File: config.mk
export PLATFORM = sky130hd
export DESIGN_NAME = host_chan_shim
export DESIGN_NICKNAME = d
export VERILOG_FILES = /design/src/host_chan_pkg.sv /design/src/host_chan_rx_split.sv /design/src/mmio_req_fifo.sv /design/src/mmio_to_avalon.sv /design/src/host_chan_events.sv /design/src/host_chan_shim.sv
export SDC_FILE = /design/constraint.sdc
export NUM_CORES = 1
export LEC_CHECK = 0
export ABC_AREA = 1
export BUFFER_PORTS_ARGS = -buffer_cell sky130_fd_sc_hd__buf_2
export CAP_MARGIN = 20
export CORE_UTILIZATION = 54
export CTS_CLUSTER_DIAMETER = 40
export DETAILED_ROUTE_END_ITERATION = 10
export GPL_ROUTABILITY_DRIVEN = 0
export PLACE_DENSITY_LB_ADDON = 0.1
export SLEW_MARGIN = 30
export SYNTH_ARGS = -nofsm -noshare
export SYNTH_HDL_FRONTEND = slang
export SYNTH_SLANG_ARGS = --single-unit
File: constraint.sdc
create_clock -name clk -period 5.21 [get_ports clk]
set_input_delay 0.521 -clock clk [delete_from_list [all_inputs] [get_ports clk]]
set_output_delay 0.521 -clock clk [all_outputs]
set_load 0.005 [all_outputs]
File: src/host_chan_pkg.sv
// Shared sizes, opcodes and bundles for the single-port host channel shim
// MMIO buffer depth must stay a power of two so the pointers wrap naturally
// Host memory data is kept at 64 bits to keep simulation light

package host_chan_pkg;

    // ====================
    // Sizes
    // ====================

    localparam int MMIO_ADDR_W     = 16;
    localparam int MMIO_DATA_W     = 64;
    localparam int MMIO_TID_W      = 9;
    localparam int MEM_TAG_W       = 8;
    localparam int MEM_ADDR_W      = 64;
    localparam int MEM_DATA_W      = 64;
    localparam int MMIO_FIFO_DEPTH = 16;
    localparam int MMIO_FIFO_PTR_W = $clog2(MMIO_FIFO_DEPTH);
    localparam int CNT_W           = 32;

    // Avalon side addresses 64-bit words, so drop the byte offset
    localparam int AVMM_ADDR_W     = MMIO_ADDR_W - 3;

    typedef logic [MMIO_FIFO_PTR_W-1:0] t_fifo_ptr;
    // One extra bit so a full buffer is distinct from an empty one
    typedef logic [MMIO_FIFO_PTR_W:0]   t_fifo_cnt;
    typedef logic [CNT_W-1:0]           t_cnt;

    // ====================
    // Opcodes and states
    // ====================

    typedef enum logic [1:0] {
        RX_NONE,
        RX_MMIO_RD,
        RX_MMIO_WR,
        RX_MEM_RD_RSP
    } t_rx_op;

    typedef enum logic [1:0] {
        MS_IDLE,
        MS_CMD,
        MS_WAIT_DATA
    } t_mmio_state;

    // ====================
    // Bundles
    // ====================

    // Memory completion tag rides in the low bits of tid
    typedef struct packed {
        t_rx_op                  op;
        logic [MMIO_TID_W-1:0]   tid;
        logic [MMIO_ADDR_W-1:0]  addr;
        logic [MMIO_DATA_W-1:0]  data;
    } t_host_rx;

    typedef struct packed {
        logic                    is_write;
        logic [MMIO_TID_W-1:0]   tid;
        logic [MMIO_ADDR_W-1:0]  addr;
        logic [MMIO_DATA_W-1:0]  data;
    } t_mmio_req;

    typedef struct packed {
        logic                    valid;
        logic [MMIO_TID_W-1:0]   tid;
        logic [MMIO_DATA_W-1:0]  data;
    } t_mmio_rsp;

    typedef struct packed {
        logic                    valid;
        logic [MEM_TAG_W-1:0]    tag;
        logic [MEM_ADDR_W-1:0]   addr;
    } t_mem_rd_req;

    typedef struct packed {
        logic                    valid;
        logic [MEM_TAG_W-1:0]    tag;
        logic [MEM_DATA_W-1:0]   data;
    } t_mem_rd_rsp;

    // Word address; read and write are mutually exclusive
    typedef struct packed {
        logic                    read;
        logic                    write;
        logic [AVMM_ADDR_W-1:0]  address;
        logic [MMIO_DATA_W-1:0]  writedata;
    } t_avmm_cmd;

endpackage

File: src/host_chan_rx_split.sv
// Host receive stream is registered once, fixed latency of one cycle
// No back-pressure toward the host, every beat is forwarded
// Overflow of the MMIO buffer is the host's responsibility

`timescale 1ns/1ps

module host_chan_rx_split
(
    input  logic                      clk,
    input  logic                      rst,
    input  host_chan_pkg::t_host_rx   host_rx,
    output logic                      fifo_push,
    output host_chan_pkg::t_mmio_req  fifo_din,
    output host_chan_pkg::t_mem_rd_rsp mem_rd_rsp
);

    // Opcode is control state and gets a reset
    host_chan_pkg::t_rx_op                   rx_op;

    // Payload flops, no reset needed
    logic [host_chan_pkg::MMIO_TID_W-1:0]    rx_tid;
    logic [host_chan_pkg::MMIO_ADDR_W-1:0]   rx_addr;
    logic [host_chan_pkg::MMIO_DATA_W-1:0]   rx_data;

    always_ff @(posedge clk)
    begin
        if (rst)
        begin
            rx_op <= host_chan_pkg::RX_NONE;
        end
        else
        begin
            rx_op <= host_rx.op;
        end
    end

    always_ff @(posedge clk)
    begin
        rx_tid  <= host_rx.tid;
        rx_addr <= host_rx.addr;
        rx_data <= host_rx.data;
    end

    // ====================
    // Route by opcode
    // ====================

    // MMIO reads and writes go to the buffer
    assign fifo_push = (rx_op == host_chan_pkg::RX_MMIO_RD) ||
                       (rx_op == host_chan_pkg::RX_MMIO_WR);

    always_comb
    begin
        fifo_din.is_write = (rx_op == host_chan_pkg::RX_MMIO_WR);
        fifo_din.tid      = rx_tid;
        fifo_din.addr     = rx_addr;
        fifo_din.data     = rx_data;
    end

    // Memory completions bypass the buffer entirely
    always_comb
    begin
        mem_rd_rsp.valid = (rx_op == host_chan_pkg::RX_MEM_RD_RSP);
        // Tag is the low part of tid
        mem_rd_rsp.tag   = rx_tid[host_chan_pkg::MEM_TAG_W-1:0];
        mem_rd_rsp.data  = rx_data;
    end

endmodule

File: src/mmio_req_fifo.sv
// In-order buffer for MMIO requests, depth taken from the package
// Never drops a push, the host must not exceed the depth
// Head entry is shown combinationally, pop on an empty buffer is ignored

`timescale 1ns/1ps

module mmio_req_fifo
(
    input  logic                      clk,
    input  logic                      rst,
    input  logic                      push,
    input  host_chan_pkg::t_mmio_req  din,
    input  logic                      pop,
    output host_chan_pkg::t_mmio_req  dout,
    output logic                      empty
);

    // Entry storage, no reset
    host_chan_pkg::t_mmio_req   mem [host_chan_pkg::MMIO_FIFO_DEPTH];

    host_chan_pkg::t_fifo_ptr   wr_ptr;
    host_chan_pkg::t_fifo_ptr   rd_ptr;
    host_chan_pkg::t_fifo_cnt   count;

    logic do_pop;

    // Only pop when something is there
    assign do_pop = pop && !empty;

    // ====================
    // Storage write
    // ====================

    always_ff @(posedge clk)
    begin
        if (push)
        begin
            mem[wr_ptr] <= din;
        end
    end

    // ====================
    // Pointers and count
    // ====================

    always_ff @(posedge clk)
    begin
        if (rst)
        begin
            wr_ptr <= '0;
            rd_ptr <= '0;
            count  <= '0;
        end
        else
        begin
            if (push)
            begin
                wr_ptr <= wr_ptr + host_chan_pkg::t_fifo_ptr'(1);
            end

            if (do_pop)
            begin
                rd_ptr <= rd_ptr + host_chan_pkg::t_fifo_ptr'(1);
            end

            // Simultaneous push and pop leaves the count alone
            if (push && !do_pop)
            begin
                count <= count + host_chan_pkg::t_fifo_cnt'(1);
            end
            else if (do_pop && !push)
            begin
                count <= count - host_chan_pkg::t_fifo_cnt'(1);
            end
        end
    end

    // Head straight from storage
    assign dout  = mem[rd_ptr];
    assign empty = (count == '0);

endmodule

File: src/mmio_to_avalon.sv
// Replays buffered MMIO requests onto a 64-bit Avalon-MM master
// Only one read in flight, the next request waits for its response
// Low three byte-address bits are dropped, accesses are whole words

`timescale 1ns/1ps

module mmio_to_avalon
(
    input  logic                                   clk,
    input  logic                                   rst,
    input  host_chan_pkg::t_mmio_req               fifo_dout,
    input  logic                                   fifo_empty,
    output logic                                   fifo_pop,
    output host_chan_pkg::t_avmm_cmd               avmm_cmd,
    input  logic                                   avmm_waitrequest,
    input  logic                                   avmm_readdatavalid,
    input  logic [host_chan_pkg::MMIO_DATA_W-1:0]  avmm_readdata,
    output host_chan_pkg::t_mmio_rsp               mmio_rsp
);

    host_chan_pkg::t_mmio_state state;

    // Command strobes and response valid
    logic cmd_rd;
    logic cmd_wr;
    logic rsp_valid;

    // Payload of the active request
    logic [host_chan_pkg::AVMM_ADDR_W-1:0]  cmd_addr;
    logic [host_chan_pkg::MMIO_DATA_W-1:0]  cmd_wdata;
    logic [host_chan_pkg::MMIO_TID_W-1:0]   cmd_tid;
    logic [host_chan_pkg::MMIO_DATA_W-1:0]  rsp_data;

    logic load_req;

    // Take the head when idle and the buffer has something
    assign load_req = (state == host_chan_pkg::MS_IDLE) && !fifo_empty;

    // Head leaves the buffer in the acceptance cycle
    assign fifo_pop = (state == host_chan_pkg::MS_CMD) && !avmm_waitrequest;

    // ====================
    // FSM
    // ====================

    always_ff @(posedge clk)
    begin
        if (rst)
        begin
            state     <= host_chan_pkg::MS_IDLE;
            cmd_rd    <= 1'b0;
            cmd_wr    <= 1'b0;
            rsp_valid <= 1'b0;
        end
        else
        begin
            // Response is a single-cycle pulse
            rsp_valid <= 1'b0;

            case (state)
                host_chan_pkg::MS_IDLE:
                begin
                    if (load_req)
                    begin
                        cmd_rd <= !fifo_dout.is_write;
                        cmd_wr <= fifo_dout.is_write;
                        state  <= host_chan_pkg::MS_CMD;
                    end
                end

                host_chan_pkg::MS_CMD:
                begin
                    // Hold everything until waitrequest drops
                    if (!avmm_waitrequest)
                    begin
                        cmd_rd <= 1'b0;
                        cmd_wr <= 1'b0;
                        state  <= cmd_wr ? host_chan_pkg::MS_IDLE
                                         : host_chan_pkg::MS_WAIT_DATA;
                    end
                end

                host_chan_pkg::MS_WAIT_DATA:
                begin
                    if (avmm_readdatavalid)
                    begin
                        rsp_valid <= 1'b1;
                        state     <= host_chan_pkg::MS_IDLE;
                    end
                end

                default:
                begin
                    state <= host_chan_pkg::MS_IDLE;
                end
            endcase
        end
    end

    // ====================
    // Payload capture
    // ====================

    always_ff @(posedge clk)
    begin
        if (load_req)
        begin
            // Byte address to word address
            cmd_addr  <= fifo_dout.addr[host_chan_pkg::MMIO_ADDR_W-1:3];
            cmd_wdata <= fifo_dout.data;
            cmd_tid   <= fifo_dout.tid;
        end

        if ((state == host_chan_pkg::MS_WAIT_DATA) && avmm_readdatavalid)
        begin
            rsp_data <= avmm_readdata;
        end
    end

    always_comb
    begin
        avmm_cmd.read      = cmd_rd;
        avmm_cmd.write     = cmd_wr;
        avmm_cmd.address   = cmd_addr;
        avmm_cmd.writedata = cmd_wdata;

        // tid is still that of the read, next load comes later
        mmio_rsp.valid     = rsp_valid;
        mmio_rsp.tid       = cmd_tid;
        mmio_rsp.data      = rsp_data;
    end

endmodule

File: src/host_chan_events.sv
// Counts host memory reads and their summed latency in cycles
// Mean latency is latency_sum divided by num_reads
// Counters wrap silently at CNT_W bits

`timescale 1ns/1ps

module host_chan_events
(
    input  logic                              clk,
    input  logic                              rst,
    input  host_chan_pkg::t_mem_rd_req        mem_rd_req,
    input  host_chan_pkg::t_mem_rd_rsp        mem_rd_rsp,
    output logic [host_chan_pkg::CNT_W-1:0]   num_reads,
    output logic [host_chan_pkg::CNT_W-1:0]   num_outstanding,
    output logic [host_chan_pkg::CNT_W-1:0]   latency_sum
);

    // ====================
    // Counters
    // ====================

    always_ff @(posedge clk)
    begin
        if (rst)
        begin
            num_reads       <= '0;
            num_outstanding <= '0;
            latency_sum     <= '0;
        end
        else
        begin
            // Every issued read
            num_reads <= num_reads + host_chan_pkg::t_cnt'(mem_rd_req.valid);

            // Issue and completion in the same cycle cancel out
            if (mem_rd_req.valid && !mem_rd_rsp.valid)
            begin
                num_outstanding <= num_outstanding + host_chan_pkg::t_cnt'(1);
            end
            else if (!mem_rd_req.valid && mem_rd_rsp.valid)
            begin
                num_outstanding <= num_outstanding - host_chan_pkg::t_cnt'(1);
            end

            // Each cycle adds one per read still in flight
            latency_sum <= latency_sum + num_outstanding;
        end
    end

endmodule

File: src/host_chan_shim.sv
// Single-port host channel shim, memory completions pass in one cycle
// MMIO goes through a buffer and out on Avalon-MM, one read at a time
// Host must keep outstanding MMIO requests within the buffer depth

`timescale 1ns/1ps

module host_chan_shim
(
    input  logic                                   clk,
    input  logic                                   rst,

    // Host side
    input  host_chan_pkg::t_host_rx                host_rx,
    output host_chan_pkg::t_mem_rd_req             host_tx_mem,
    output host_chan_pkg::t_mmio_rsp               mmio_rsp,

    // Accelerator memory path
    input  host_chan_pkg::t_mem_rd_req             mem_rd_req,
    output host_chan_pkg::t_mem_rd_rsp             mem_rd_rsp,

    // Accelerator register file on Avalon
    output host_chan_pkg::t_avmm_cmd               avmm_cmd,
    input  logic                                   avmm_waitrequest,
    input  logic                                   avmm_readdatavalid,
    input  logic [host_chan_pkg::MMIO_DATA_W-1:0]  avmm_readdata,

    // Event counters
    output logic [host_chan_pkg::CNT_W-1:0]        num_reads,
    output logic [host_chan_pkg::CNT_W-1:0]        num_outstanding,
    output logic [host_chan_pkg::CNT_W-1:0]        latency_sum
);

    logic                      fifo_push;
    host_chan_pkg::t_mmio_req  fifo_din;
    logic                      fifo_pop;
    host_chan_pkg::t_mmio_req  fifo_dout;
    logic                      fifo_empty;

    // Accelerator reads go to the host untouched
    assign host_tx_mem = mem_rd_req;

    // ====================
    // MMIO and memory split
    // ====================

    host_chan_rx_split rx_split
    (
        .clk        (clk),
        .rst        (rst),
        .host_rx    (host_rx),
        .fifo_push  (fifo_push),
        .fifo_din   (fifo_din),
        .mem_rd_rsp (mem_rd_rsp)
    );

    mmio_req_fifo mmio_fifo
    (
        .clk   (clk),
        .rst   (rst),
        .push  (fifo_push),
        .din   (fifo_din),
        .pop   (fifo_pop),
        .dout  (fifo_dout),
        .empty (fifo_empty)
    );

    // ====================
    // Avalon and events
    // ====================

    mmio_to_avalon av_mmio
    (
        .clk                (clk),
        .rst                (rst),
        .fifo_dout          (fifo_dout),
        .fifo_empty         (fifo_empty),
        .fifo_pop           (fifo_pop),
        .avmm_cmd           (avmm_cmd),
        .avmm_waitrequest   (avmm_waitrequest),
        .avmm_readdatavalid (avmm_readdatavalid),
        .avmm_readdata      (avmm_readdata),
        .mmio_rsp           (mmio_rsp)
    );

    // Watches the accelerator side of the memory path
    host_chan_events ev
    (
        .clk             (clk),
        .rst             (rst),
        .mem_rd_req      (mem_rd_req),
        .mem_rd_rsp      (mem_rd_rsp),
        .num_reads       (num_reads),
        .num_outstanding (num_outstanding),
        .latency_sum     (latency_sum)
    );

endmodule

==> results_dict.tcl <==
set metrics [dict create \
    power.density_nw_per_um2 462.0 \
    hold_viol_final 0 \
    met1_usage_pct 38.65 \
    fin_worst_skew_ns 0.04557 \
    worst_ep_arrival_time_ns 3.96 \
    stdcell_count 7881 \
    grt_use_met2_pct 42.81 \
    core-area_um2 127800 \
    grt_pass1_wl_mm 266.4 \
    vdd_ir_drop_max_uv 389.1 \
    postSynthAreaPerCell_um2 12.48 \
    finalCritPeriodShare_pct 62.65 \
    htreeDepth 4 \
    yosysTopAreaCellShare_pct 66.38 \
    cts_made_buffers 206 \
    layout_min_cycle_time_ns 3.264 \
    max_freq_mhz 306.4 \
    wl_per_cell_um 22.73 \
    p_leak_uw 0.02948 \
    worstSetupEndpoint "ev.num_outstanding[20]$_SDFFE_PP0P_" \
    synth_area_leaders "edfxtp_1 66%, dfxtp_1 5.9%, nor2_1 5.0%" \
    drtPass1Iterations 5 \
    relSlewSlack_pct 28.12 \
    rsz0062_at_grt "false" \
    rows 131 \
    io_buffers 479 \
    netlist_area_um2 69760 \
    grt_overflow_total 0 \
    cts_buffer_depth 3 \
    fp.dieW_um 361.4 \
    dp.cells 7337 \
    endpoint_kind "flop" \
    startpoint_type "flop" \
    area_growth_pct 17.02 \
    drive_above_1_share_pct 14.89 \
    clk_pin_slew_ns 0.05 \
    yosysTopAreaCell "edfxtp_1" \
    die_area_um2 130600 \
    status "completed" \
    utilization_pct 63.85 \
    cts_tree "done" \
    finalWirelength_mm 179.2 \
    worstSetupStartpoint "rx_split.rx_op[1]$_SDFF_PP0_" \
    drv_cap 0 \
    r2r_cells 16 \
    holdCritPathClass "input pin to flop" \
    synth_warnings 0 \
    die_h_um 361.4 \
    critPathRequiredTime_ns 5.90 \
    cts_root_buf "clkbuf_16" \
    grt_antenna_before_repair 4 \
    power_uw 37710 \
    setup_violations 0 \
    antenna_left 0 \
    r2r-end "ev.num_outstanding[20]$_SDFFE_PP0P_" \
    cts_num_sinks 1748 \
    drc 0 \
    netlist_instances 5590 \
    vias 46120 \
    hpwl_mm 89.98 \
    post_cts_buffers 0 \
    crit_type "flop to flop" \
    use_met3_pct 4.495 \
    seq_area_frac_synth_pct 72.29 \
    grt_use_total_pct 27.02 \
    critPathMaxFanout 19 \
    clk_latency_ns 0.83 \
    fin_nets 6351 \
    tightest_slew_ns 1.078 \
    reg2reg_from "rx_split.rx_op[1]$_SDFF_PP0_" \
    slew_violations 0 \
    cts_resized 0 \
    ys_types 42 \
    fin_ws_ns 1.946 \
    syn-num-nets 5903 \
    drt_iter0_drc 4468 \
    grt-busiest-layer "met2" \
    r2r_setup_slack_ns 1.95 \
    grt_pass1_vias 43590 \
    place_ws_ns 1.813 \
    min-delay-start "mem_rd_req[72]" \
    io_pins 627 \
    via_per_inst 5.852 \
    insertedDiodeCount 0 \
    grt_max_degree 209 \
    tns_ns 0 \
    ys_ff_latch 1748 \
    start_util_pct 54.56 \
    cts_hold_buf 154 \
]
==> state kept, by name, indices dropped and copies added, names as in the netlist, named ones only <==
register / count
mmio_fifo.count: 5
av_mmio.state: 2
rx_split.rx_tid: 9
av_mmio.cmd_wdata: 64
mmio_fifo.wr_ptr: 4
ev.num_reads: 32
av_mmio.cmd_wr: 1
av_mmio.cmd_tid: 9
mmio_fifo.mem: 1392
ev.latency_sum: 32
av_mmio.rsp_valid: 1
rx_split.rx_op: 2
av_mmio.cmd_rd: 1
rx_split.rx_data: 64
av_mmio.rsp_data: 64
ev.num_outstanding: 32
rx_split.rx_addr: 13
mmio_fifo.rd_ptr: 4
av_mmio.cmd_addr: 13
==> worst min-delay path by stage <==
stage | endpoint | slack (ns) | cells past startpoint
floorplan | flop | 0.44 | 2
global placement | flop | 0.44 | 2
detailed placement | flop | 0.45 | 2
CTS | ev.num_reads[0]$_SDFF_PP0_ | 0.08 | 4
global route | ev.num_reads[0]$_SDFF_PP0_ | 0.12 | 4
finish | ev.num_reads[0]$_SDFF_PP0_ | 0.14 | 4
==> cells in the mapped netlist (all sizes together) <==
cell,number
ha,78
or2,5
a31oi,3
xor2,17
o21ai,762
buf,232
a21oi,112
xnor2,11
a21o,5
edfxtp,1542
nand3b,2
o22ai,84
dfxtp,206
fa,3
clkbuf,223
nand2,532
o21a,8
clkinv,1
o221ai,261
nor4,3
nor3b,5
inv,266
and3,1
nor3,30
o211ai,88
and2,3
nor2,928
nand3,160
nand4,12
o31ai,1
o21bai,6
==> metrics by stage <==
step	area (µm²)	hold slack, ns
global route	81630	0.1207
finish	81630	0.1380
global placement	72790	0.4400
detailed placement	72820	0.4461
CTS	81600	0.08148
floorplan	69760	0.4363
==> power breakdown <==
group | internal (µW) | switching, µW | total, µW
Sequential | 16200 | 610 | 16800
Clock | 9020 | 5910 | 14900
Combinational | 1900 | 4040 | 5930
==> placed cells by master, fill, tap and decap left out, types with 36 or more instances in the layout <==
master         count
a21oi_1          112
dfxtp_1          202
clkinv_2          37
o211ai_1          88
edfxtp_1        1542
o21ai_1          103
o221ai_1         261
nor2_1           909
o22ai_1           84
inv_1            260
buf_4             36
nand3_1          159
buf_2            479
clkbuf_16        210
ha_1              78
o21ai_0          659
nand2_1          531
dlygate4sd3_1    154
==> per-layer routing <==
layer | wire (µm) | part of all wire [%] | vias up
met4 | 4157 | 2.3 | 4
met2 | 83970 | 47 | 1823
li1 | - | - | 21180
met1 | 78330 | 44 | 22780
met3 | 12680 | 7.1 | 335
met5 | 22 | 0.012 | -
==> critical path: stages (launching register included) <==
cell	delay [ns]
dfxtp_1	0.34
ha_1	0.17
inv_1	0.06
ha_1	0.26
inv_1	0.56
buf_4	0.34
ha_1	0.32
nand2_1	0.11
inv_1	0.05
a21oi_1	0.26
nand3_1	0.23
nand2_1	0.13
nand2_1	0.05
nand2_1	0.05
nand3_1	0.06
nand2_1	0.09
inv_1	0.03
==> cell families after synthesis <==
kind of cell,Yosys count,synth area share (%)
xor+xnor,28,0.3515
compound gates,1330,11.49
fa+ha+maj,81,1.485
flops,1748,72.29
simple gates,1681,9.546
buf+inv,722,4.837
==> cell type report <==
class,count,area [µm²]
Sequential cell,1748,50440
Fill cell,9500,46220
Multi-Input combinational cell,3120,16090
Clock buffer,243,5449
Timing Repair Buffer,695,4737
Tap cell,1662,2079
Clock inverter,146,1797
Inverter,267,1037
(Power assumes the default switching activity.)
